`src/verilog/soc_bus_pkg.sv`:
```
// Bus widths, address map, response codes and state encodings shared by all system bus blocks
package soc_bus_pkg;

	typedef logic [31:0] addr_t;
	typedef logic [31:0] data_t;
	typedef logic [3:0]  strb_t;
	typedef logic [1:0]  resp_t;
	typedef logic [7:0]  ram_index_t;
	// One bit per button, 1 when pressed
	typedef logic [7:0]  pad_buttons_t;

	typedef enum logic [1:0] {
		tgt_ram,
		tgt_counter,
		tgt_gamepad,
		tgt_none
	} target_e;

	typedef enum logic [1:0] {
		idle,
		latch,
		shift_low,
		shift_high
	} pad_phase_e;

	// Address map, a region matches on the bits above its width
	localparam addr_t RAM_BASE          = 32'h0201_0000;
	localparam int    RAM_ADDR_BITS     = 16;
	localparam addr_t GAMEPAD_BASE      = 32'h0200_0200;
	localparam int    GAMEPAD_ADDR_BITS = 2;
	localparam addr_t COUNTER_BASE      = 32'h0200_0300;
	localparam int    COUNTER_ADDR_BITS = 8;

	localparam int RAM_WORDS = 256;

	localparam resp_t RESP_OKAY   = 2'd0;
	localparam resp_t RESP_SLVERR = 2'd2;
	localparam resp_t RESP_DECERR = 2'd3;

	localparam int PAD_DIV_BITS   = 9;
	localparam int PAD_POLL_TICKS = 20;
	localparam int PAD_TICK_BITS  = $clog2(PAD_POLL_TICKS);

endpackage

```
`src/verilog/bus_response.sv`:
```
// Result stage, picks the execute answer and holds it on the read or write response channel
`timescale 1ns/1ps

module bus_response (
	input  logic                 clk_50mhz,
	input  logic                 resetn,
	input  logic                 acc_strobe,
	input  logic                 acc_write,
	input  soc_bus_pkg::target_e acc_target,
	input  logic                 ram_done,
	input  soc_bus_pkg::data_t   ram_rdata,
	input  soc_bus_pkg::resp_t   ram_resp,
	input  logic                 io_done,
	input  soc_bus_pkg::data_t   io_rdata,
	input  soc_bus_pkg::resp_t   io_resp,
	input  logic                 rready,
	input  logic                 bready,
	output logic                 rvalid,
	output soc_bus_pkg::data_t   rdata,
	output soc_bus_pkg::resp_t   rresp,
	output logic                 bvalid,
	output soc_bus_pkg::resp_t   bresp,
	output logic                 rsp_done
);
	logic               none_done;
	logic               op_write;
	logic               pend;
	soc_bus_pkg::data_t sel_data;
	soc_bus_pkg::resp_t sel_resp;
	soc_bus_pkg::data_t res_data;
	soc_bus_pkg::resp_t res_resp;

	always_comb begin
		if (ram_done) begin
			sel_data = ram_rdata;
			sel_resp = ram_resp;
		end else if (io_done) begin
			sel_data = io_rdata;
			sel_resp = io_resp;
		end else begin
			sel_data = '0;
			sel_resp = soc_bus_pkg::RESP_DECERR;
		end
	end

	always_ff @(posedge clk_50mhz) begin
		if (!resetn) begin
			none_done <= 1'b0;
			pend      <= 1'b0;
			rvalid    <= 1'b0;
			bvalid    <= 1'b0;
			rsp_done  <= 1'b0;
		end else begin
			// Unmapped address answered alongside the execute stage
			none_done <= acc_strobe && (acc_target == soc_bus_pkg::tgt_none);
			pend      <= ram_done || io_done || none_done;
			rsp_done  <= (rvalid && rready) || (bvalid && bready);
			if (pend && !op_write)
				rvalid <= 1'b1;
			else if (rready)
				rvalid <= 1'b0;
			if (pend && op_write)
				bvalid <= 1'b1;
			else if (bready)
				bvalid <= 1'b0;
		end
	end

	always_ff @(posedge clk_50mhz) begin
		if (acc_strobe)
			op_write <= acc_write;
		if (ram_done || io_done || none_done) begin
			res_data <= sel_data;
			res_resp <= sel_resp;
		end
		if (pend) begin
			if (op_write) begin
				bresp <= res_resp;
			end else begin
				rdata <= res_data;
				rresp <= res_resp;
			end
		end
	end

	a_read_held: assert property (@(posedge clk_50mhz) disable iff (!resetn)
		(rvalid && !rready) |=> rvalid && $stable(rdata) && $stable(rresp));

endmodule

```
`config.mk`:
```
export PLATFORM = sky130hd
export DESIGN_NAME = bus_response
export DESIGN_NICKNAME = d
export VERILOG_FILES = /design/src/verilog/soc_bus_pkg.sv /design/src/verilog/bus_response.sv
export SDC_FILE = /design/constraint.sdc
export NUM_CORES = 1
export LEC_CHECK = 0
export BUFFER_PORTS_ARGS = -buffer_cell sky130_fd_sc_hd__buf_2
export CAP_MARGIN = 5
export CORE_MARGIN = 1.5
export CORE_UTILIZATION = 43
export DETAILED_ROUTE_END_ITERATION = 12
export GPL_ROUTABILITY_DRIVEN = 0
export PLACE_DENSITY_LB_ADDON = 0.3
export SLEW_MARGIN = 40
export SYNTH_ARGS = -nofsm -noshare
export SYNTH_HDL_FRONTEND = slang
export SYNTH_SLANG_ARGS = --single-unit
```
`constraint.sdc`:
```
create_clock -name clk_50mhz -period 6.57 [get_ports clk_50mhz]
set_clock_uncertainty 0.15 [all_clocks]
set_input_delay 0.3285 -clock clk_50mhz [delete_from_list [all_inputs] [get_ports clk_50mhz]]
set_output_delay 0.3285 -clock clk_50mhz [all_outputs]
set_load 0.02 [all_outputs]
```
Word-level counts from Yosys, hierarchy flattened --
Index checks and enable logic that the tools add are counted.
Word-level totals: word-level logic and storage cells 34, flip-flop bits (word level) 76, input bits 78
Operators by class: reduce and logical (&&, ||, !) cells 13, muxes and demuxes 8, equality and inequality tests 1, bitwise operators 1
Operator list (count):
- 32-bit two-way mux | 2
- 1-bit logical AND | 5
- 1-bit two-way mux | 4
- 2-bit two-way mux | 2
- 2-bit AND reduction | 2
- 2-bit nonzero test | 2
- 1-bit logical OR | 3
- 2-bit equality test (second input constant) | 1
- 1-bit zero test | 1
- 1-bit inverter | 1

Logic depth before layout (Yosys ltp) --
word-level depth 3, gate-level depth with buffers 5

Least setup slack after synthesis --
Ideal clock, no wire load.
path type register -> register, start point register op_write, end point register rdata[0], enable pin, slack 4.046 ns, cell stages (with the launch flop) 2, required time 5.989 ns, setup time 0.431 ns, path buffers 0, arrival time 1.943 ns, cell sequence edfxtp_1 -> nor2b_1
Between the ends: cells in the longest elaborated chain, start to end 2
RTL lines:
- from (decl) | RTL line bus_response.sv:26 | logic op_write;
- from (signal assigned) | RTL line bus_response.sv:71 | op_write <= acc_write;
- 1-bit inverter (no line)
- 2-bit AND reduction (no line)
- to (signal assigned) | RTL line bus_response.sv:80 | rdata <= res_data;
- to (decl) | RTL line bus_response.sv:19 | output soc_bus_pkg::data_t rdata,
No other way between the ends. A chain may end at the register's enable or synchronous reset.

Worst setup path in the final report --
start point register op_write, end point register rdata[15], enable pin
The elaborated chain is that of the path after synthesis.

==> qor.yml <==
cts_tree: "yes"
die_x_um: 82.2
netlist_area_sq_um: 2700
synth_area_per_cell_sq_um: 19.8
finalWorstPathRequiredPeriod_ns: 1.58
drive_gt1_share_pct: 50.8
worstMarginPinSlew_ns: 0.697
yosysMostFrequentCell: "edfxtp_1"
synth_top_flop_cell: "edfxtp_1"
synth.top_cell.area_share_pct: 79.0
wl_per_cell_um: 14.5
maxCapViolCount: 0
finalSetupViolations: 0
hold_ws_ns: 0.0301
fmax_mhz: 632
hold_class: "in -> reg"
peakVddDrop_uv: 141
first_global_vias: 1493
synth-async-reset-ratio_pct: 0
cts_max_path_buffers: 2
core_sq_um: 5990
yosysTopAreaCell: "edfxtp_1"
vias: 1620
postCtsSetupBuffers: 0
start_kind: "flop"
grt_max_degree: 38
gr-total-overflow: 0
synth-edff-count: 71
path_clk_slew_ns: 0.07
worst_setup_path_end_kind: "flop"
wl_um: 4840
slew_headroom_pct: 53.4
status: "complete, no violations"
die_area_sq_um: 6760
drtAntennaViolNets: 0
antenna_found_initial: 0
cts-root-buf: "clkbuf_8"
hold_viol: 0
critical_path_class: "reg -> reg"
viasPerCell: 4.84
yosys-top-cells-count: "edfxtp_1, a22o_1, nor2b_1"
seq_area_sq_um: 2230
yosysWarningCount: 0
fin_util_pct: 58.4
cts-resized-gates: 0
fin_crit_sh_pct: 24.1
synth_area_leaders: "edfxtp_1, a22o_1, dfxtp_1, buf_6, nor2b_1"
syn_to_final_growth_pct: 29.7
stdcell_count: 335
initial_core_util_pct: 45.0
ys_ff_latch: 76
worstPathMaxFanout: 19
report.final.slew_viol_count: 0
rsz0062_at_grt: "no"
fin_tns_setup_ns: 0
dr.pass1.iters: 4
antennaDiodeCount: 0
hpwl_um: 3450
postSynthCellCount: 136
fin_total_pwr_uw: 951
multi_input_area_sq_um: 408
cp.arrival_ns: 1.47
rows: 28
grt_pass1_wl_um: 6770
drtIter0Drc: 85
numClockSinks: 76
nets: 334
p_leak_uw: 0.00148
io_pins: 117
clock_latency_ns: 0.34
fillers: 470
cts_hold_buf: 0
dieHeight_um: 82.2
dp.cells: 320
port_buffers: 116
grt_use_total_pct: 14.6
p_per_area_nw_per_um2: 272
htree_levels: 3
crit_required_ns: 6.46
drc: 0
syn_nets: 214
synth_cell_types: 17
synth-seq-area-share_pct: 82.7
cts_inserted_buffers: 9
[where the power goes]
part / leakage, uW / internal (uW) / switching (uW)
sequential: 0.000752 / 570 / 8.66
clock: 0.0000800 / 133 / 151
combinational: 0.000649 / 39.8 / 47.6
[metrics by stage]
stage,setup WS (ns),area [sq um]
finish,4.99,3500
detailed placement,4.63,3350
global placement,4.31,3320
floorplan,4.05,2700
CTS,4.95,3500
global route,4.87,3500
[kinds of logic (layout without fill, tap and decap cells)]
group           Yosys count  count (layout)  synth area share (%)
flops                    76              76                  82.7
compound gates           37              37                  11.5
simple gates             13              13                  3.11
buf+inv                  10             134                  2.69
[path summary, 6_finish.rpt]
| check | end | from | cells past startpoint | slack [ns] |
|---|---|---|---|---|
| setup / recovery | rdata[15] | op_write | 2 | 4.99 |
| hold / removal | op_write | acc_write | 1 | 0.03 |
| setup reg to reg | rdata[15] | op_write | 2 | 4.99 |
| hold reg to reg | rdata[14] | res_data[14] | 0 | 0.27 |
[flip-flops by register name, indices dropped and copies added, names as in the netlist, 2 cells and up]
signal / flops
res_resp: 2
bresp: 2
rresp: 2
res_data: 32
rdata: 32
[metal layers]
layer	wire [um]	track usage (%)	up-vias
li1	-	-	790
met1	2000	16.9	745
met2	2450	23.7	72
met3	266	3.19	13
met4	129	11.0	0
met5	0	0	-
[layout by cell type (no fill, tap or decap), drive strengths merged, types with 2 or more instances in the layout]
master,n
and2,2
o21a,2
inv,2
dfxtp,5
clkbuf,12
a22o,31
nor2b,7
edfxtp,71
buf,117
nand2,2
a21oi,2
clkinv,3
[worst max-delay path, stage by stage, from the launching register on]
cell,delay (ns)
edfxtp_1,0.43
nor2b_4,0.48
buf_16,0.23
[final cells by class]
cell class                      instances  share of cell area (%)
Inverter                                2                   0.215
Sequential cell                        76                    63.8
Clock buffer                           12                    3.86
Clock inverter                          3                   0.429
Multi-Input combinational cell         50                    11.7
Timing Repair Buffer                  117                    17.4
Tap cell                               75                    2.68
No activity file was read; power rests on OpenSTA's default activity.
