`config.mk`:
```
export PLATFORM = sky130hd
export DESIGN_NAME = bus_addr_decode
export DESIGN_NICKNAME = d
export VERILOG_FILES = /design/src/verilog/soc_bus_pkg.sv /design/src/verilog/bus_addr_decode.sv
export SDC_FILE = /design/constraint.sdc
export NUM_CORES = 1
export LEC_CHECK = 0
export BUFFER_PORTS_ARGS = -buffer_cell sky130_fd_sc_hd__buf_2
export CAP_MARGIN = 5
export CORE_MARGIN = 3
export CORE_UTILIZATION = 37
export DETAILED_ROUTE_END_ITERATION = 8
export GPL_TIMING_DRIVEN = 0
export PLACE_DENSITY = 0.87
export REMOVE_ABC_BUFFERS = 1
export SYNTH_ARGS = -nofsm -noshare
export SYNTH_HDL_FRONTEND = slang
export SYNTH_SLANG_ARGS = --single-unit
```
`constraint.sdc`:
```
create_clock -name clk_50mhz -period 4.2 [get_ports clk_50mhz]
set_clock_uncertainty 0.2 [all_clocks]
set_input_delay 0.84 -clock clk_50mhz [delete_from_list [all_inputs] [get_ports clk_50mhz]]
set_output_delay 0.84 -clock clk_50mhz [all_outputs]
set_load 0.05 [all_outputs]
```
`src/verilog/soc_bus_pkg.sv`:
```
// Bus widths, address map, response codes and state encodings shared by all system bus blocks
package soc_bus_pkg;

	typedef logic [31:0] addr_t;
	typedef logic [31:0] data_t;
	typedef logic [3:0]  strb_t;
	typedef logic [1:0]  resp_t;
	typedef logic [7:0]  ram_index_t;
	// One bit per button, 1 when pressed
	typedef logic [7:0]  pad_buttons_t;

	typedef enum logic [1:0] {
		tgt_ram,
		tgt_counter,
		tgt_gamepad,
		tgt_none
	} target_e;

	typedef enum logic [1:0] {
		idle,
		latch,
		shift_low,
		shift_high
	} pad_phase_e;

	// Address map, a region matches on the bits above its width
	localparam addr_t RAM_BASE          = 32'h0201_0000;
	localparam int    RAM_ADDR_BITS     = 16;
	localparam addr_t GAMEPAD_BASE      = 32'h0200_0200;
	localparam int    GAMEPAD_ADDR_BITS = 2;
	localparam addr_t COUNTER_BASE      = 32'h0200_0300;
	localparam int    COUNTER_ADDR_BITS = 8;

	localparam int RAM_WORDS = 256;

	localparam resp_t RESP_OKAY   = 2'd0;
	localparam resp_t RESP_SLVERR = 2'd2;
	localparam resp_t RESP_DECERR = 2'd3;

	localparam int PAD_DIV_BITS   = 9;
	localparam int PAD_POLL_TICKS = 20;
	localparam int PAD_TICK_BITS  = $clog2(PAD_POLL_TICKS);

endpackage

```
`src/verilog/bus_addr_decode.sv`:
```
// Decode stage that accepts one AXI-Lite request at a time and issues an access strobe to a target
`timescale 1ns/1ps

module bus_addr_decode (
	input  logic                    clk_50mhz,
	input  logic                    resetn,
	input  soc_bus_pkg::addr_t      araddr,
	input  logic                    arvalid,
	output logic                    arready,
	input  soc_bus_pkg::addr_t      awaddr,
	input  logic                    awvalid,
	output logic                    awready,
	input  soc_bus_pkg::data_t      wdata,
	input  soc_bus_pkg::strb_t      wstrb,
	input  logic                    wvalid,
	output logic                    wready,
	input  logic                    rsp_done,
	output logic                    acc_strobe,
	output logic                    acc_write,
	output soc_bus_pkg::target_e    acc_target,
	output soc_bus_pkg::ram_index_t acc_index,
	output soc_bus_pkg::data_t      acc_wdata,
	output soc_bus_pkg::strb_t      acc_wstrb
);
	logic               busy;
	logic               rd_accept;
	logic               wr_accept;
	soc_bus_pkg::addr_t sel_addr;

	function automatic logic region_hit(
		input soc_bus_pkg::addr_t addr,
		input soc_bus_pkg::addr_t base,
		input int bits
	);
		return (addr >> bits) == (base >> bits);
	endfunction

	function automatic soc_bus_pkg::target_e decode_target(input soc_bus_pkg::addr_t addr);
		if (region_hit(addr, soc_bus_pkg::RAM_BASE, soc_bus_pkg::RAM_ADDR_BITS))
			return soc_bus_pkg::tgt_ram;
		if (region_hit(addr, soc_bus_pkg::COUNTER_BASE, soc_bus_pkg::COUNTER_ADDR_BITS))
			return soc_bus_pkg::tgt_counter;
		if (region_hit(addr, soc_bus_pkg::GAMEPAD_BASE, soc_bus_pkg::GAMEPAD_ADDR_BITS))
			return soc_bus_pkg::tgt_gamepad;
		return soc_bus_pkg::tgt_none;
	endfunction

	assign arready = !busy;
	// Read wins when both channels ask in the same cycle
	assign awready = !busy && !arvalid;
	assign wready  = !busy && !arvalid;

	assign rd_accept = arvalid && arready;
	assign wr_accept = awvalid && wvalid && awready && wready;
	assign sel_addr  = rd_accept ? araddr : awaddr;

	always_ff @(posedge clk_50mhz) begin
		if (!resetn) begin
			busy       <= 1'b0;
			acc_strobe <= 1'b0;
		end else begin
			acc_strobe <= rd_accept || wr_accept;
			if (rd_accept || wr_accept)
				busy <= 1'b1;
			else if (rsp_done)
				busy <= 1'b0;
		end
	end

	always_ff @(posedge clk_50mhz) begin
		if (rd_accept || wr_accept) begin
			acc_write  <= wr_accept;
			acc_target <= decode_target(sel_addr);
			// The RAM repeats inside its window
			acc_index  <= sel_addr[9:2];
			acc_wdata  <= wdata;
			acc_wstrb  <= wstrb;
		end
	end

	// Response side may only finish a transaction that decode still holds open
	a_done_while_open: assert property (@(posedge clk_50mhz) disable iff (!resetn)
		rsp_done |-> busy && !(rd_accept || wr_accept));

endmodule

```
# Yosys cells after proc, flatten, opt, wreduce, memory -nomap -nowiden
# Cells that the tools add are included.
[totals]
word_cells = 37
inputBits = 106
ff_bits = 49
[op_classes]
n_reduce_logical = 9
n_eq_ne = 3
muxes = 18
[ops]
columns = ["op", "n"]
rows = [
  ["32-bit two-way mux", 1],
  ["30-bit by 24-bit equality test with 1-bit output, second input constant", 1],
  ["24-bit by 18-bit equality test with 1-bit output, second input constant", 1],
  ["16-bit by 10-bit equality test with 1-bit output, second input constant", 1],
  ["2-bit two-way mux", 6],
  ["1-bit two-way mux", 11],
  ["1-bit logical AND", 5],
  ["1-bit zero test", 2],
  ["2-bit nonzero test", 1],
  ["1-bit logical OR", 1],
]

# Logic depth before layout (Yosys ltp)
[depth]
ltp_word = 14
ltp_mapped = 5
ltp_nobuf = 4

# Worst setup path after synthesis
# OpenSTA, ideal clock, no wires.
[synth_timing]
path_type = "input to register"
startpoint = "input awvalid"
endpoint = "register acc_index[0] (enable)"
cell_stages = 2
required_ps = 3545
arrival_ps = 2931
setup_time_ps = 455
setup_slack_ps = 614
cell_sequence = "a21oi_1 -> nor2_1"
[synth_via]
elab_chain_cells = 4
[synth_lines]
columns = ["item", "line", "source"]
rows = [
  ["from (decl)", "bus_addr_decode.sv:11", "input logic awvalid,"],
  ["1-bit logical AND (3 in a row)", "bus_addr_decode.sv:54", "assign wr_accept = awvalid && wvalid && awready && wready;"],
  ["1-bit logical OR", "bus_addr_decode.sv:71", "if (rd_accept || wr_accept) begin"],
  ["to (signal assigned)", "bus_addr_decode.sv:75", "acc_index <= sel_addr[9:2];"],
  ["to (decl)", "bus_addr_decode.sv:21", "output soc_bus_pkg::ram_index_t acc_index,"],
]
# No other way between the ends.
# A chain may end at the register's enable or synchronous reset.

# Worst setup path in the final report
[layout_timing]
startpoint = "input arvalid"
endpoint = "output wready"
[layout_via]
elab_chain_cells = 2
[layout_lines]
columns = ["item", "line", "source"]
rows = [
  ["from (decl)", "bus_addr_decode.sv:8", "input logic arvalid,"],
  ["1-bit zero test", "bus_addr_decode.sv:51", "assign wready = !busy && !arvalid;"],
  ["1-bit logical AND", "bus_addr_decode.sv:51", ""],
  ["to (decl)", "bus_addr_decode.sv:16", "output logic wready,"],
]
# No other way between the ends.

==> impl_metrics.toml <==
[outcome]
status = "finished, final reports clean"

[layout]
syn2layout_area_growth_pct = 51.7
fin_cells = 337
fill_cells = 351
ff_latch_area_um2 = 1450
nets = 377
drive_gt1_share_pct = 60.3
multiInputGateArea_um2 = 347
n_antenna_cell = 0
utilization_pct = 60.7

[drt]
dr.pass1.iters = 4
drc = 0
routed_via_density = 4.62
vias = 1556
drtIter0Drc = 52
wl_mm = 4.96
ant_nets = 0
wl_per_cell_um = 14.7

[floorplan]
die_area_um2 = 5780
num_io_pins = 157
die_h_um = 76.0
initial_core_util_pct = 40.0
rows = 24
core_um2 = 4530
dieWidth_um = 76.0

[critical_path]
crit_chain = "buf_2 -> nor2_1 -> buf_2"
r2r_cells = 4
reg2reg_from = "busy"
worst_path_most_repeated_cell = "buf_2"
rrSetupSlack_ps = 2420
setup.worst_path.end = "wready"
critPathArrivalTime_ps = 1450
crit_cells = 3
crit_path_end_kind = "primary output"
max_stage_delay_ps = 300
cp_max_fo = 4
critPathTopFamily = "buffers and inverters"
worstSetupStartpointType = "input pin"
startpoint = "arvalid"
cp.required_ps = 3160
worst-setup-path-type = "input pin to primary output"
reg2reg_to = "acc_target[0]"
critPathBufInv = 2
worst_path_max_delay_cell = "buf_2"

[cts]
root_buffer = "clkbuf_8"
cts_made_buffers = 5
clock_latency_ps = 290
clock_path_buffers = 2
cts.sinks = 49
cts_tree = "done"
cts_setup_buffers = 0
hold_buffers = 0
htree_levels = 2
clkTransAtPathRegs_ps = 80
cts_resized = 0

[pwr]
intPower_mw = 0.773
p_per_area_nw_per_um2 = 410
power_mw = 1.13
peakVddDrop_mv = 0.139
power_switching_mw = 0.355
leakage_nw = 1.25
power_frac_seq_pct = 52.4
swShare_pct = 31.5
pwr-share-clk_pct = 23.5
p_comb_share_pct = 24.0

[yosys]
synth.distinct_cells = 24
synth_area_um2 = 1810
yosysSeqAreaShare_pct = 80.0
yosysWarningCount = 0
synth_area_per_cell_um2 = 15.9
ys_seq_elements = 49
postSynthCellCount = 114

[timing]
setup_violations = 0
max_slew.worst_pin.slew_ps = 622
final_hold_viol_count = 0
fmax_ghz = 0.401
rsz0062_at_grt = "no"
fin_crit_ps = 2490
min_period_over_period_pct = 59.4
maxSlewViolCount = 0
relSlewSlack_pct = 58.5

[grt]
grt_start_max_net_pins = 33
grt_pass1_wl_mm = 7.67
grt_pass1_vias = 1554
track_usage_pct = 17.2
antenna_found_initial = 0
gr-total-overflow = 0

[place]
io_buffers = 152
hpwl_mm = 4.16
routabilityCongestion = 0.863
dp.cells = 329

[run]
cap_violations = 0

[worst_hold_path]
min_path_type = "register to register"
## stage by stage
stage	setup slack [ps]	setup TNS, ps	area (um2)	hold slack, ps
final	1710	0	2750	505
after global routing	1660	0	2750	494
after CTS	1710	0	2750	504
after detailed placement	1710	0	2660	503
after global placement	-111	-5130	2640	439
after floorplan	614	0	1790	563
## power groups by stage
stage          sequential (mW)  combinational, mW  clock, mW
3_5_place_dp             0.604              0.273          0
6_report                 0.592              0.271      0.266
5_1_grt                  0.596              0.286      0.293
3_3_place_gp             0.605              0.263          0
2_1_floorplan            0.737             0.0423          0
4_1_cts                  0.592              0.273      0.271
## worst min-delay path: stages (launching register included)
cell     delay, ps
dfxtp_1        370
inv_1           90
nor2_1          50
o21a_1         160
## flip-flops by register name, summed over array words and instances (netlist names)
| signal | count |
|---|---|
| acc_wdata | 32 |
| acc_index | 8 |
| acc_wstrb | 4 |
| acc_target | 2 |
| acc_strobe | 1 |
| acc_write | 1 |
| busy | 1 |
## layout by cell type (no fill, tap or decap)
master / n
a21oi_1: 1
and2_1: 1
mux2i_1: 1
nand2_1: 24
clkinvlp_4: 2
and3_1: 1
a22oi_1: 1
o21ai_1: 2
nor3_1: 4
edfxtp_1: 47
buf_12: 1
nor4_1: 8
nor2_1: 2
dfxtp_1: 2
a21boi_1: 1
buf_2: 152
nor4b_1: 4
nor2_4: 1
mux2_4: 1
nand3_1: 3
clkbuf_1: 1
nand2b_4: 1
clkbuf_8: 5
nor2b_1: 1
nand3_2: 1
inv_1: 1
o21a_1: 1
nand4_1: 2
## cell usage after synthesis, drive strengths merged
master  number  area [um2]
a21boi       1        7.51
a21oi        1        5.00
a22oi        1        7.51
and2         1        6.26
and3         1        6.26
buf          3        20.0
dfxtp        2        40.0
edfxtp      47        1410
inv          1        3.75
mux2         1        15.0
mux2i        1        10.0
nand2       24        90.1
nand2b       1        13.8
nand3        4        25.0
nand4        2        12.5
nor2         3        11.3
nor2b        1        6.26
nor3         4        20.0
nor4         8        50.1
nor4b        4        35.0
o21a         1        7.51
o21ai        2        10.0
## cell families (layout without fill, tap and decap cells)
family,count (synthesis),after routing,synth area share [%]
DFF,49,49,80.0
and+or+nand+nor,53,53,15.2
AOI/OAI and AO/OA,6,6,2.07
buffers and inverters,4,162,1.31
muxes,2,2,1.38
## worst min-delay path by stage
stage | from | endpoint | slack [ps] | depth (start not counted)
floorplan | busy | acc_index[0] | 560 | 3
global placement | busy | busy | 440 | 3
detailed placement | busy | busy | 500 | 3
CTS | wdata[21] | acc_wdata[21] | 500 | 1
global route | wdata[25] | acc_wdata[25] | 490 | 1
finish | busy | busy | 510 | 3
## routing by layer
metal | GRT usage [%] | up-vias | wire length, um | part of all wire [%]
li1 | - | 750 | - | -
met3 | 5.20 | 8 | 568 | 11
met1 | 18.4 | 675 | 1690 | 34
met5 | 0 | - | 0 | 0
met2 | 31.7 | 123 | 2610 | 53
met4 | 6.70 | 0 | 91 | 1.8
## cell type report
cell class / count / share of cell area (%)
Inverter: 1 / 0.136
Tap cell: 65 / 2.96
Clock inverter: 2 / 0.546
Sequential cell: 49 / 52.8
Timing Repair Buffer: 153 / 28.4
Multi-Input combinational cell: 61 / 12.6
Clock buffer: 6 / 2.64
No activity file was read; power rests on OpenSTA's default activity.
