## src/verilog/soc_bus_pkg.sv

```systemverilog
// Bus widths, address map, response codes and state encodings shared by all system bus blocks
package soc_bus_pkg;

	typedef logic [31:0] addr_t;
	typedef logic [31:0] data_t;
	typedef logic [3:0]  strb_t;
	typedef logic [1:0]  resp_t;
	typedef logic [7:0]  ram_index_t;
	// One bit per button, 1 when pressed
	typedef logic [7:0]  pad_buttons_t;

	typedef enum logic [1:0] {
		tgt_ram,
		tgt_counter,
		tgt_gamepad,
		tgt_none
	} target_e;

	typedef enum logic [1:0] {
		idle,
		latch,
		shift_low,
		shift_high
	} pad_phase_e;

	// Address map, a region matches on the bits above its width
	localparam addr_t RAM_BASE          = 32'h0201_0000;
	localparam int    RAM_ADDR_BITS     = 16;
	localparam addr_t GAMEPAD_BASE      = 32'h0200_0200;
	localparam int    GAMEPAD_ADDR_BITS = 2;
	localparam addr_t COUNTER_BASE      = 32'h0200_0300;
	localparam int    COUNTER_ADDR_BITS = 8;

	localparam int RAM_WORDS = 256;

	localparam resp_t RESP_OKAY   = 2'd0;
	localparam resp_t RESP_SLVERR = 2'd2;
	localparam resp_t RESP_DECERR = 2'd3;

	localparam int PAD_DIV_BITS   = 9;
	localparam int PAD_POLL_TICKS = 20;
	localparam int PAD_TICK_BITS  = $clog2(PAD_POLL_TICKS);

endpackage

```

## src/verilog/gamepad_reader.sv

```systemverilog
// Polls two serial gamepads over shared latch and clock timing and holds their button states
`timescale 1ns/1ps

module gamepad_reader (
	input  logic                      clk_50mhz,
	input  logic                      resetn,
	input  logic                      c1data,
	input  logic                      c2data,
	output logic                      c1clock,
	output logic                      c1latch,
	output logic                      c2clock,
	output logic                      c2latch,
	output soc_bus_pkg::pad_buttons_t pad1_state,
	output soc_bus_pkg::pad_buttons_t pad2_state
);
	soc_bus_pkg::pad_phase_e                phase;
	logic [soc_bus_pkg::PAD_DIV_BITS-1:0]   div;
	logic [soc_bus_pkg::PAD_TICK_BITS-1:0]  tick_cnt;
	logic [2:0]                             bit_cnt;
	logic                                   tick;
	soc_bus_pkg::pad_buttons_t              shift1;
	soc_bus_pkg::pad_buttons_t              shift2;

	// Last cycle of each pad tick
	assign tick = &div;

	assign c1latch = (phase == soc_bus_pkg::latch);
	assign c2latch = (phase == soc_bus_pkg::latch);
	assign c1clock = (phase == soc_bus_pkg::shift_high);
	assign c2clock = (phase == soc_bus_pkg::shift_high);

	always_ff @(posedge clk_50mhz) begin
		if (!resetn) begin
			div        <= '0;
			phase      <= soc_bus_pkg::idle;
			tick_cnt   <= '0;
			bit_cnt    <= '0;
			shift1     <= '0;
			shift2     <= '0;
			pad1_state <= '0;
			pad2_state <= '0;
		end else begin
			div <= div + 1'b1;
			if (tick) begin
				tick_cnt <= tick_cnt + 1'b1;
				case (phase)
					soc_bus_pkg::idle: begin
						if (int'(tick_cnt) == soc_bus_pkg::PAD_POLL_TICKS - 1) begin
							// End of poll, both pads commit together
							phase      <= soc_bus_pkg::latch;
							tick_cnt   <= '0;
							pad1_state <= shift1;
							pad2_state <= shift2;
						end
					end
					soc_bus_pkg::latch: begin
						phase   <= soc_bus_pkg::shift_low;
						bit_cnt <= '0;
					end
					soc_bus_pkg::shift_low: begin
						// Pad data is active low
						shift1[bit_cnt] <= !c1data;
						shift2[bit_cnt] <= !c2data;
						phase           <= soc_bus_pkg::shift_high;
					end
					soc_bus_pkg::shift_high: begin
						if (bit_cnt == 3'd7) begin
							phase <= soc_bus_pkg::idle;
						end else begin
							bit_cnt <= bit_cnt + 1'b1;
							phase   <= soc_bus_pkg::shift_low;
						end
					end
					default: phase <= soc_bus_pkg::idle;
				endcase
			end
		end
	end

	a_latch_clock_apart: assert property (@(posedge clk_50mhz) disable iff (!resetn)
		!((c1latch || c2latch) && (c1clock || c2clock)));

endmodule

```

## src/verilog/io_registers.sv

```systemverilog
// Execute stage I/O, read-only cycle counter and gamepad button register
`timescale 1ns/1ps

module io_registers (
	input  logic                 clk_50mhz,
	input  logic                 resetn,
	input  logic                 acc_strobe,
	input  logic                 acc_write,
	input  soc_bus_pkg::target_e acc_target,
	input  logic                 c1data,
	input  logic                 c2data,
	output logic                 io_done,
	output soc_bus_pkg::data_t   io_rdata,
	output soc_bus_pkg::resp_t   io_resp,
	output logic                 c1clock,
	output logic                 c1latch,
	output logic                 c2clock,
	output logic                 c2latch
);
	soc_bus_pkg::data_t        cycle_count;
	soc_bus_pkg::pad_buttons_t pad1_state;
	soc_bus_pkg::pad_buttons_t pad2_state;
	logic                      hit;

	assign hit = acc_strobe && (acc_target == soc_bus_pkg::tgt_counter ||
		acc_target == soc_bus_pkg::tgt_gamepad);

	gamepad_reader gamepad_reader_i (
		.clk_50mhz(clk_50mhz), .resetn(resetn),
		.c1data(c1data), .c2data(c2data),
		.c1clock(c1clock), .c1latch(c1latch), .c2clock(c2clock), .c2latch(c2latch),
		.pad1_state(pad1_state), .pad2_state(pad2_state)
	);

	always_ff @(posedge clk_50mhz) begin
		if (!resetn) begin
			cycle_count <= '0;
			io_done     <= 1'b0;
		end else begin
			cycle_count <= cycle_count + 1'b1;
			io_done     <= hit;
		end
	end

	always_ff @(posedge clk_50mhz) begin
		if (hit) begin
			if (acc_write) begin
				io_rdata <= '0;
				io_resp  <= soc_bus_pkg::RESP_SLVERR;
			end else begin
				io_resp <= soc_bus_pkg::RESP_OKAY;
				if (acc_target == soc_bus_pkg::tgt_counter)
					io_rdata <= cycle_count;
				else
					io_rdata <= {16'h0000, pad2_state, pad1_state};
			end
		end
	end

endmodule

```

## config.mk

```make
export PLATFORM = sky130hd
export DESIGN_NAME = io_registers
export DESIGN_NICKNAME = d
export VERILOG_FILES = /design/src/verilog/soc_bus_pkg.sv /design/src/verilog/gamepad_reader.sv /design/src/verilog/io_registers.sv
export SDC_FILE = /design/constraint.sdc
export NUM_CORES = 1
export LEC_CHECK = 0
export ABC_CLOCK_PERIOD_IN_PS = 2600
export BUFFER_PORTS_ARGS = -buffer_cell sky130_fd_sc_hd__buf_4
export CORE_MARGIN = 4
export CORE_UTILIZATION = 50
export DETAILED_ROUTE_END_ITERATION = 7
export PLACE_DENSITY = 0.76
export SLEW_MARGIN = 15
export SYNTH_ARGS = -nofsm -noshare
export SYNTH_HDL_FRONTEND = slang
export SYNTH_SLANG_ARGS = --single-unit
```

## constraint.sdc

```tcl
create_clock -name clk_50mhz -period 2.6 [get_ports clk_50mhz]
set_clock_uncertainty 0.1 [all_clocks]
set_input_delay 0.13 -clock clk_50mhz [delete_from_list [all_inputs] [get_ports clk_50mhz]]
set_output_delay 0.13 -clock clk_50mhz [all_outputs]
set_load 0.01 [all_outputs]
```

# After elaboration in Yosys (flattened, before gate mapping)
# Cells that the tools add are included.
[totals]
regBits = 118
latch_bits = 0
mem_bits_rw = 0
romBits = 0
input_bits = 8
out_inout_bits = 39
word_cells = 55
memories = 0
[classes]
add_sub_neg = 4
n_mul = 0
div_mod_pow = 0
n_lt_le_gt_ge = 2
n_eq_ne = 9
shift = 0
n_mux = 13
bitwise_logic = 1
reduce_logical = 13
[op_table]
columns = ["operator", "count"]
rows = [
  ["$add 32x1->32 const B", 1],
  ["$reduce_and 11->1", 2],
  ["$reduce_and 10->1", 2],
  ["$bwmux 8", 2],
  ["$mux 16", 1],
  ["$mux 5", 2],
  ["$add 9x1->9 const B", 1],
  ["$reduce_and 9->1", 1],
  ["$pmux 2 s4", 1],
  ["$eq 2x2->1 const B", 3],
  ["$mux 2", 3],
  ["$pmux 3 s2", 1],
  ["$add 5x1->5 const B", 1],
  ["$eq 5x5->1 const B", 1],
  ["$eq 2x1->1 const B", 2],
  ["$lt 3x4->1 const B", 1],
  ["$add 3x1->3 const B", 1],
  ["$demux 1 s3", 1],
  ["$eq 3x3->1 const B", 1],
  ["$ge 3x1->1 const B", 1],
  ["$mux 3", 1],
  ["$logic_and 1x1->1", 2],
  ["$logic_not 1->1", 2],
  ["$logic_not 2->1", 1],
  ["7 further kinds", 7],
]

# Depth between registers and ports, before layout
# Gate-level depths: netlist of the first run.
[logic_depth]
depth_word = 5
mapped_depth = 8

# Cells and area by module
# Synthesis of the first run repeated with hierarchy kept, for this count alone.
[hier_totals]
cells_unflattened = 490
area_unflattened_um2 = 5058.6
[modules_own_cells]
columns = ["mod", "instances", "cells_each", "area_per_inst_um2", "seq_area_each_um2"]
rows = [
  ["io_registers", 1, 265, 2870.3, 1651.6],
  ["gamepad_reader", 1, 225, 2188.3, 1021.0],
]

# Least setup slack after synthesis of the first run
# Ideal clock, no wire load.
[synth_timing]
path_type = "input port to flip-flop"
from = "in acc_target[1]"
to = "reg io_rdata[0], enable pin"
t_arrival_ns = 1.937
slack_ns = 0.135
stages = 3
path_buffers = 0
path_cell_list = "inv_1 > ha_1 > nor2b_1"
[synth_via]
elab_chain_cells = 3
elab_cells_between_ends = 4
[synth_rtl]
columns = ["item", "line_no", "text"]
rows = [
  ["start, declared", "io_registers.sv:9", "input soc_bus_pkg::target_e acc_target,"],
  ["$eq 2x1->1 / $eq 2x2->1 (equally long branches)", "io_registers.sv:25, io_registers.sv:26", ""],
  ["$logic_or 1x1->1 (*)", "io_registers.sv:25", "assign hit = acc_strobe && (acc_target == soc_bus_pkg::tgt_counter ||"],
  ["$logic_and 1x1->1 (*)", "io_registers.sv:25", ""],
  ["via hit", "io_registers.sv:23", "logic hit;"],
  ["end signal, assigned", "io_registers.sv:53", "io_rdata <= cycle_count;"],
  ["end signal, assigned", "io_registers.sv:55", "io_rdata <= {16'h0000, pad2_state, pad1_state};"],
  ["end, declared", "io_registers.sv:13", "output soc_bus_pkg::data_t io_rdata,"],
]
# The timed path passes the listed nets; every way through them passes the cells marked *.
# A chain may end at the register's enable or synchronous reset.

# Worst setup path after layout of the first run
[layout_timing]
from = "reg cycle_count[4]"
to = "reg cycle_count[28]"
[layout_via]
elab_chain_cells = 1
[layout_rtl]
columns = ["item", "line_no", "text"]
rows = [
  ["start, declared", "io_registers.sv:20", "soc_bus_pkg::data_t cycle_count;"],
  ["start signal, assigned", "io_registers.sv:40", "cycle_count <= cycle_count + 1'b1;"],
  ["$add 32x1->32", "io_registers.sv:40", ""],
]
# Every way passes these cells.

==> results.py, run 1 <==
metrics = {
    "sta": {
        "slew_headroom_pct": 56.1,
        "fin_crit_ns": 2.34,
        "finalSetupViolCount": 0,
        "hold_viol": 0,
        "max_clock_freq_ghz": 0.428,
        "slew_viol_final": 0,
        "timing.final.crit_share_pct": 90.0,
        "rsz0062_at_grt": "no",
        "tns_ns": 0,
        "tightest_slew_ns": 0.658,
    },
    "logic_synthesis": {
        "synth_edf_count": 33,
        "syn_inst": 508,
        "synth_top_area_cell": "dfxtp_1",
        "synth_most_common_cell": "dfxtp_1",
        "synthDistinctLibCells": 45,
        "synth_ff_type": "dfxtp_1",
        "synthArstFlopShare_pct": 0,
        "synthesis.nets": 523,
        "synth_area_per_cell_um2": 10.0,
        "synth_top_cell_area_share_pct": 33.0,
        "synth_area_mm2": 0.00509,
        "ys_top_cells_by_count": "dfxtp_1 (84), nand2_1 (60), nor2_1 (44)",
        "yosysWarnings": 0,
        "ys_ff_latch": 117,
        "synthTopCellsByArea": "dfxtp_1 (33%), edfxtp_1 (19%), mux2i_1 (8.5%)",
        "synth-seq-area-share_pct": 52.5,
    },
    "placement": {
        "io_buffers": 45,
        "gp_congestion": 0.853,
        "dp_hpwl_um": 6780,
        "post-place-cells": 661,
    },
    "clocking": {
        "ctsLongestPathBuffers": 2,
        "postCtsHoldBufs": 4,
        "cts_made_buffers": 17,
        "ctsResizeCount": 0,
        "cts_setup_buffers": 0,
        "cts.sinks": 117,
        "tritoncts": "built",
        "root_buffer": "clkbuf_8",
        "path_clk_slew_ns": 0.05,
        "clock_latency_ns": 0.51,
        "cts_htree_levels": 4,
    },
    "setup_path": {
        "setup.worst_path.start_class": "flop",
        "worstSetupStartpoint": "cycle_count[4]$_SDFF_PN0_",
        "critPathKind": "flop to flop",
        "r2r-start": "cycle_count[4]$_SDFF_PN0_",
        "worstPathRequired_ns": 2.93,
        "crit_fanout": 17,
        "cp_data_arrival_time_ns": 2.67,
        "worst_setup_path_end_kind": "flop",
    },
    "route": {
        "drt_iter0_markers": 214,
        "drt_pre_antenna_iters": 4,
        "wire_per_inst_um": 14.2,
        "antenna_left": 0,
        "vias_per_cell": 5.32,
        "drt-total-wl_um": 9890,
        "vias": 3705,
        "post-route-drc-count": 0,
    },
    "floorplan": {
        "fp.dieW_um": 109,
        "die_area_mm2": 0.0119,
        "ios": 47,
        "fp.dieH_um": 109,
        "std_cell_rows": 36,
        "core_area_mm2": 0.00986,
        "start_util_pct": 51.6,
    },
    "global_route": {
        "grt_max_degree": 49,
        "antenna_found_initial": 0,
        "grt-ovfl-total": 0,
        "grt_pass1_wl_um": 16400,
        "grt_pass1_vias": 3582,
        "grt.total_usage_pct": 17.8,
    },
    "cells_and_area": {
        "drive_above_1_share_pct": 15.8,
        "fin_nets": 566,
        "ff_latch_area_mm2": 0.00267,
        "syn2layout_area_growth_pct": 19.2,
        "final_cell_count_no_fill": 696,
        "multi_input_area_mm2": 0.00223,
        "post-route-util_pct": 61.5,
        "antennaDiodeCount": 0,
        "fillCellCount": 803,
    },
    "power": {
        "vdd_ir_drop_max_v": 0.000466,
        "power_density_mw_per_mm2": 681,
        "p_leak_uw": 0.00214,
    },
    "worst_hold_path": {
        "hold_path.class": "primary input to flop",
        "worstHoldStart": "acc_strobe",
    },
    "outcome": {
        "status": "finished clean",
    },
    "job": {
        "cap_violations": 0,
    },
}
==> placed cells by master, fill, tap and decap left out, types with 2 or more instances in the layout <==
cell / instances
a211oi_1: 16
a21oi_1: 30
and2_1: 29
and3_1: 2
and4_1: 4
buf_4: 53
clkbuf_1: 5
clkbuf_16: 17
clkbuf_8: 5
clkinv_2: 4
dfxtp_1: 84
dlygate4sd3_1: 4
edfxtp_1: 33
ha_1: 7
inv_1: 9
mux2i_1: 43
nand2_1: 60
nand2b_1: 8
nand3_1: 17
nand4_1: 8
nor2_1: 44
nor2b_1: 2
nor3_1: 4
nor3b_1: 2
nor4_1: 6
nor4_2: 3
o21ai_0: 5
o311ai_0: 2
o31ai_1: 7
o41ai_1: 3
or3_1: 6
or4_1: 9
xnor2_1: 11
xor2_1: 9
==> stage by stage <==
stage          hold slack [ns]  cell area [um^2]  worst slack, ns  power (uW)
5_1_grt                  0.236              6070            0.158        4290
2_1_floorplan            0.129              5090            0.135        2050
3_3_place_gp             0.296              5500            0.354        2120
4_1_cts                  0.218              6070            0.275        4170
6_report                 0.230              6070            0.261        4140
3_5_place_dp             0.298              5500            0.307        2120
==> cell type report <==
| class | count | area share [%] |
|---|---|---|
| Clock buffer | 27 | 8.45 |
| Inverter | 9 | 0.557 |
| Clock inverter | 4 | 0.330 |
| Timing Repair Buffer | 57 | 7.22 |
| Tap cell | 133 | 2.74 |
| Multi-Input combinational cell | 349 | 36.7 |
| Sequential cell | 117 | 44.0 |
==> worst max-delay path, cell delays in order (launching register included) <==
cell,delay (ns)
dfxtp_1,0.45
nand3_4,0.14
or4_1,0.82
or4_1,0.59
a21oi_1,0.16
==> sequential cells by signal, summed over array words and instances (netlist names) <==
register,flops
gamepad_reader_i.tick_cnt,5
io_rdata,32
gamepad_reader_i.shift1,8
gamepad_reader_i.div,9
gamepad_reader_i.shift2,8
io_resp,1
gamepad_reader_i.pad2_state,8
gamepad_reader_i.bit_cnt,3
io_done,1
cycle_count,32
gamepad_reader_i.phase,2
gamepad_reader_i.pad1_state,8
==> routing by layer <==
layer	track usage, %	share of wire, %	routed length (um)
met5	0	0	0
met4	6.58	0.83	82
met3	5.51	4.0	396
met2	30.6	51	5030
met1	20.8	44	4390
==> cells by family after synthesis <==
kind of cell | synth area share (%)
AOI/OAI and AO/OA | 7.86
xor gates and xnor gates | 3.44
adders and majority gates | 1.72
buffers and inverters | 3.88
DFF | 52.5
muxes | 8.45
other | 0.0736
and+or+nand+nor | 22.1
==> worst paths after layout <==
check / to / slack [ns] / cells past startpoint
hold / removal: io_rdata[4]$_SDFFCE_PP0P_ / 0.23 / 3
setup reg to reg: cycle_count[28]$_SDFF_PN0_ / 0.26 / 4
setup / recovery: cycle_count[28]$_SDFF_PN0_ / 0.26 / 4
hold reg to reg: gamepad_reader_i.pad1_state[2]$_SDFFE_PN0P_ / 0.36 / 2
==> where the power goes <==
| part | switching (uW) | total [uW] | internal [uW] |
|---|---|---|---|
| registers | 17.1 | 1930 | 1910 |
| logic | 92.8 | 157 | 64.6 |
| clock network | 734 | 2050 | 1310 |
| total | 844 | 4140 | 3290 |
Note: power is estimated with default switching activity, not from simulation.
==> inputs of run 2 (changes only) <==
--- a/config.mk
+++ b/config.mk
@@ -11,6 +11,7 @@
 export CORE_UTILIZATION = 50
 export DETAILED_ROUTE_END_ITERATION = 7
 export PLACE_DENSITY = 0.76
+export REMOVE_ABC_BUFFERS = 1
 export SLEW_MARGIN = 15
 export SYNTH_ARGS = -nofsm -noshare
 export SYNTH_HDL_FRONTEND = slang
==> run 2 against run 1 <==
Final area is 0.45% higher. Count of clock-buffer cells in the layout down 5. Global-route usage barely moved. Wire length decreased by 1.2%. Critical endpoint is now cycle_count[25]$_SDFF_PN0_. Cell count is the same. Register-to-register slack worse by 0.02 ns. Flip-flop and latch count unchanged. Critical path depth did not move.
==> results.py, run 2 (synthesis results as in run 1) <==
metrics = {
    "worst_hold_path": {
        "worstHoldStart": "acc_strobe",
        "hold_path.class": "primary input to flop",
    },
    "floorplan": {
        "die_area_mm2": 0.0119,
        "fp.dieW_um": 109,
        "core_area_mm2": 0.00986,
        "start_util_pct": 51.6,
        "ios": 47,
        "fp.dieH_um": 109,
        "std_cell_rows": 36,
    },
    "job": {
        "cap_violations": 0,
    },
    "sta": {
        "slew_headroom_pct": 46.5,
        "slew_viol_final": 0,
        "max_clock_freq_ghz": 0.425,
        "finalSetupViolCount": 0,
        "setup_slack_ns": 0.246,
        "fin_crit_ns": 2.35,
        "tns_ns": 0,
        "timing.final.crit_share_pct": 90.6,
        "tightest_slew_ns": 0.801,
        "hold_viol": 0,
        "rsz0062_at_grt": "no",
    },
    "route": {
        "drt_pre_antenna_iters": 4,
        "drt-total-wl_um": 9770,
        "met1_length_um": 4290,
        "vias": 3721,
        "dr_wl_met2_um": 4910,
        "wire_per_inst_um": 14.0,
        "drt_iter0_markers": 106,
        "post-route-drc-count": 0,
        "wl_met3_um": 459,
        "top_layer": "met4",
        "vias_per_cell": 5.35,
        "antenna_left": 0,
    },
    "clocking": {
        "ctsLongestPathBuffers": 2,
        "ctsResizeCount": 0,
        "path_clk_slew_ns": 0.06,
        "cts.sinks": 117,
        "cts_made_buffers": 17,
        "tritoncts": "built",
        "cts_setup_buffers": 0,
        "clock_latency_ns": 0.51,
        "postCtsHoldBufs": 4,
        "root_buffer": "clkbuf_8",
        "cts_htree_levels": 4,
    },
    "placement": {
        "dp_hpwl_um": 6450,
        "io_buffers": 45,
        "gp_congestion": 0.790,
        "preCtsSetupSlack_ns": 0.317,
        "placed_area_mm2": 0.00549,
    },
    "power": {
        "power.total_uw": 4280,
        "power_density_mw_per_mm2": 701,
        "p_leak_uw": 0.00215,
        "vdd_ir_drop_max_v": 0.000426,
    },
    "outcome": {
        "status": "finished clean",
    },
    "setup_path": {
        "worstSetupStartpoint": "cycle_count[4]$_SDFF_PN0_",
        "setup.worst_path.start_class": "flop",
        "cp_data_arrival_time_ns": 2.69,
        "r2r-start": "cycle_count[4]$_SDFF_PN0_",
        "critPathKind": "flop to flop",
        "crit_fanout": 17,
        "worst_setup_path_end_kind": "flop",
        "worstPathRequired_ns": 2.93,
    },
    "cells_and_area": {
        "syn2layout_area_growth_pct": 19.7,
        "drive_above_1_share_pct": 16.3,
        "fin_nets": 565,
        "fillCellCount": 802,
        "finish.instance_area_mm2": 0.00610,
        "antennaDiodeCount": 0,
        "final_cell_mix": "dfxtp_1 (84), nand2_1 (60), buf_4 (52)",
        "final_common_cell": "dfxtp_1",
        "largestRegisters": "cycle_count x32, io_rdata x32, gamepad_reader_i.div x9",
    },
    "global_route": {
        "grt_pass1_vias": 3497,
        "grt.total_usage_pct": 17.8,
        "grt-ovfl-total": 0,
        "antenna_found_initial": 0,
        "grt_max_degree": 49,
        "grt_pass1_wl_um": 16700,
    },
}
==> run 2: cell count changes in the layout (fill, tap and decap cells not counted), sizes merged <==
cell | before | now
bufinv | 0 | 2
clkbuf | 27 | 22
buf | 53 | 52
clkinvlp | 0 | 2
clkinv | 4 | 6
==> run 2: metrics by stage <==
stage          util [%]  cells  hold slack, ns
6_report           61.8    696           0.216
2_1_floorplan         -    475           0.127
5_1_grt            61.8    696           0.241
4_1_cts            61.8    696           0.214
3_3_place_gp       55.6    660           0.303
3_5_place_dp       55.6    660           0.305
==> run 2: critical path, cell delays in order (launching register included) <==
cell     delay, ns
dfxtp_1       0.46
nand3_4       0.14
or4_1         0.80
or4b_1        0.59
a21oi_1       0.18
==> run 2: cell type report <==
type / instances / area, um^2 / area share, %
clock buffers: 22 / 463 / 7.59
flip-flops and latches: 117 / 2670 / 43.8
multi-input cells: 349 / 2230 / 36.5
repair buffers: 56 / 430 / 7.06
inverters: 9 / 33.8 / 0.554
well taps: 133 / 166 / 2.73
clock inverters: 10 / 105 / 1.72
==> run 2: per-layer routing <==
layer | vias up | track usage [%]
met5 | - | 0
met4 | 0 | 5.05
met3 | 13 | 5.39
met2 | 76 | 30.2
met1 | 1747 | 21.8
li1 | 1885 | -
==> run 2: path summary, 6_finish.rpt <==
check | endpoint | slack, ns | cells after the start
hold / removal | io_rdata[3]$_SDFFCE_PP0P_ | 0.22 | 3
setup / recovery | cycle_count[25]$_SDFF_PN0_ | 0.25 | 4
setup reg to reg | cycle_count[25]$_SDFF_PN0_ | 0.25 | 4
hold reg to reg | gamepad_reader_i.pad2_state[6]$_SDFFE_PN0P_ | 0.35 | 2
==> run 2: power breakdown <==
group	leakage, uW	internal [uW]	switching [uW]
Combinational	0.000873	64.0	92.3
Clock	0.000280	1430	765
Sequential	0.000992	1910	17.7
==> inputs of run 3 (changes only) <==
--- a/config.mk
+++ b/config.mk
@@ -8,9 +8,9 @@
 export ABC_CLOCK_PERIOD_IN_PS = 2600
 export BUFFER_PORTS_ARGS = -buffer_cell sky130_fd_sc_hd__buf_4
 export CORE_MARGIN = 4
-export CORE_UTILIZATION = 50
+export CORE_UTILIZATION = 37
 export DETAILED_ROUTE_END_ITERATION = 7
-export PLACE_DENSITY = 0.76
+export PLACE_DENSITY = 0.6
 export REMOVE_ABC_BUFFERS = 1
 export SLEW_MARGIN = 15
 export SYNTH_ARGS = -nofsm -noshare
==> run 3 against run 2 <==
Utilization decreased by 16 points. First-iteration DRC count is 75% higher. Sequential share of layout area decreased by 0.46 points. Final area up 1.1%. Largest cell class unchanged. Highest routed layer unchanged.
==> results.py, run 3 (synthesis results as in run 1) <==
metrics = {
    "floorplan": {
        "ios": 47,
        "std_cell_rows": 42,
        "start_util_pct": 38.2,
        "die_area_mm2": 0.0157,
        "fp.dieW_um": 125,
        "fp.dieH_um": 125,
        "core_area_mm2": 0.0133,
    },
    "sta": {
        "setup_slack_ns": 0.282,
        "timing.final.crit_share_pct": 89.1,
        "slew_viol_final": 0,
        "rsz0062_at_grt": "no",
        "tightest_slew_ns": 0.789,
        "tns_ns": 0,
        "fin_crit_ns": 2.32,
        "finalSetupViolCount": 0,
        "max_clock_freq_ghz": 0.431,
        "hold_viol": 0,
        "slew_headroom_pct": 47.4,
    },
    "global_route": {
        "antenna_found_initial": 0,
        "grt.total_usage_pct": 13.0,
        "grt_pass1_vias": 3594,
        "grt_pass1_wl_um": 16700,
        "grt-ovfl-total": 0,
        "grt_max_degree": 61,
    },
    "setup_path": {
        "reg2reg_setup_slack_ns": 0.28,
        "crit_fanout": 17,
        "critPathKind": "flop to flop",
        "worst_setup_path_end_kind": "flop",
        "r2r-end": "cycle_count[28]$_SDFF_PN0_",
        "r2r-start": "cycle_count[4]$_SDFF_PN0_",
        "setup.worst_path.start_class": "flop",
        "worstPathRequired_ns": 2.82,
        "reg2reg_depth": 4,
        "cp_data_arrival_time_ns": 2.54,
    },
    "cells_and_area": {
        "finish.instance_area_mm2": 0.00616,
        "final_common_cell": "dfxtp_1",
        "largestRegisters": "cycle_count x32, io_rdata x32, gamepad_reader_i.div x9",
        "fin_nets": 564,
        "drive_above_1_share_pct": 15.8,
        "final_cell_mix": "dfxtp_1 (84), nand2_1 (60), buf_4 (52)",
        "antennaDiodeCount": 0,
        "syn2layout_area_growth_pct": 21.0,
        "post-route-util_pct": 46.2,
    },
    "power": {
        "power.total_uw": 4300,
        "vdd_ir_drop_max_v": 0.000416,
        "p_leak_uw": 0.00215,
        "power_density_mw_per_mm2": 699,
    },
    "job": {
        "cap_violations": 0,
    },
    "clocking": {
        "ctsLongestPathBuffers": 2,
        "cts_htree_levels": 4,
        "tritoncts": "built",
        "path_clk_slew_ns": 0.05,
        "ctsResizeCount": 0,
        "cts.sinks": 117,
        "clock_latency_ns": 0.40,
        "cts_made_buffers": 17,
        "root_buffer": "clkbuf_16",
    },
    "route": {
        "antenna_left": 0,
        "wire_per_inst_um": 13.1,
        "drt-total-wl_um": 9630,
        "drt_iter0_markers": 186,
        "drt_pre_antenna_iters": 4,
        "post-route-drc-count": 0,
        "vias_per_cell": 5.00,
        "vias": 3692,
    },
    "placement": {
        "dp_hpwl_um": 6590,
        "io_buffers": 45,
        "placed_area_mm2": 0.00555,
        "preCtsSetupSlack_ns": 0.315,
        "gp_congestion": 0.775,
    },
    "worst_hold_path": {
        "hold_path.class": "primary input to flop",
        "holdPathEnd": "gamepad_reader_i.bit_cnt[0]$_SDFFE_PN0P_",
        "whs_path_depth": 3,
        "worstHoldStart": "resetn",
    },
    "outcome": {
        "status": "finished clean",
    },
}
[run 3: cell count changes in the layout (fill, tap and decap cells not counted), sizes merged]
cell	delta
dlygate4sd3	-1
clkinvlp	-2
bufinv	-2
clkbuf	+9
clkinv	-5
[run 3: worst max-delay path by stage]
stage	end	cells after the start	slack, ns	startpoint
6_report	cycle_count[28]$_SDFF_PN0_	4	0.28	cycle_count[4]$_SDFF_PN0_
5_1_grt	cycle_count[24]$_SDFF_PN0_	4	0.18	cycle_count[4]$_SDFF_PN0_
3_3_place_gp	cycle_count[25]$_SDFF_PN0_	4	0.35	cycle_count[4]$_SDFF_PN0_
4_1_cts	cycle_count[25]$_SDFF_PN0_	4	0.29	cycle_count[4]$_SDFF_PN0_
2_1_floorplan	io_rdata[0]$_SDFFCE_PP0P_	3	0.14	acc_target[1]
3_5_place_dp	cycle_count[25]$_SDFF_PN0_	4	0.31	cycle_count[4]$_SDFF_PN0_
[run 3: power breakdown]
part / total, uW / internal (uW) / switching [uW]
Clock: 2220 / 1480 / 739
Combinational: 157 / 64.4 / 92.8
Sequential: 1930 / 1910 / 17.6
[run 3: per-layer routing]
layer / GRT usage (%) / up-vias / routed length, um
met1: 15.2 / 1749 / 4450
met2: 22.3 / 50 / 4750
met4: 4.78 / 0 / 89
met3: 4.48 / 8 / 346
li1: - / 1885 / -
met5: 0 / - / 0
[run 3: final cells by class]
cell class	count	area, um^2
clock buffers	31	579
clock inverters	1	5.00
fillers	1295	7190
inverters	9	33.8
multi-input cells	349	2230
flip-flops and latches	117	2670
well taps	176	220
repair buffers	55	420
[run 3: metrics by stage]
step                      hold slack, ns  cells
final                              0.164    738
after floorplan                    0.127    475
after global placement             0.311    703
after detailed placement           0.314    703
after CTS                          0.153    738
after global routing               0.193    738
[run 3: worst max-delay path, cell delays in order (launching register included)]
cell and delay (ns):
dfxtp_1 0.45, nand3_4 0.14, or4_1 0.79, or4_1 0.60, a21oi_1 0.15
[run 3: what timing repair did]
action / 4_1_cts / 5_1_grt
hold endpoints to repair: 17 / 0
buffers inserted: 0 / 0
hold buffers: 3 / 0
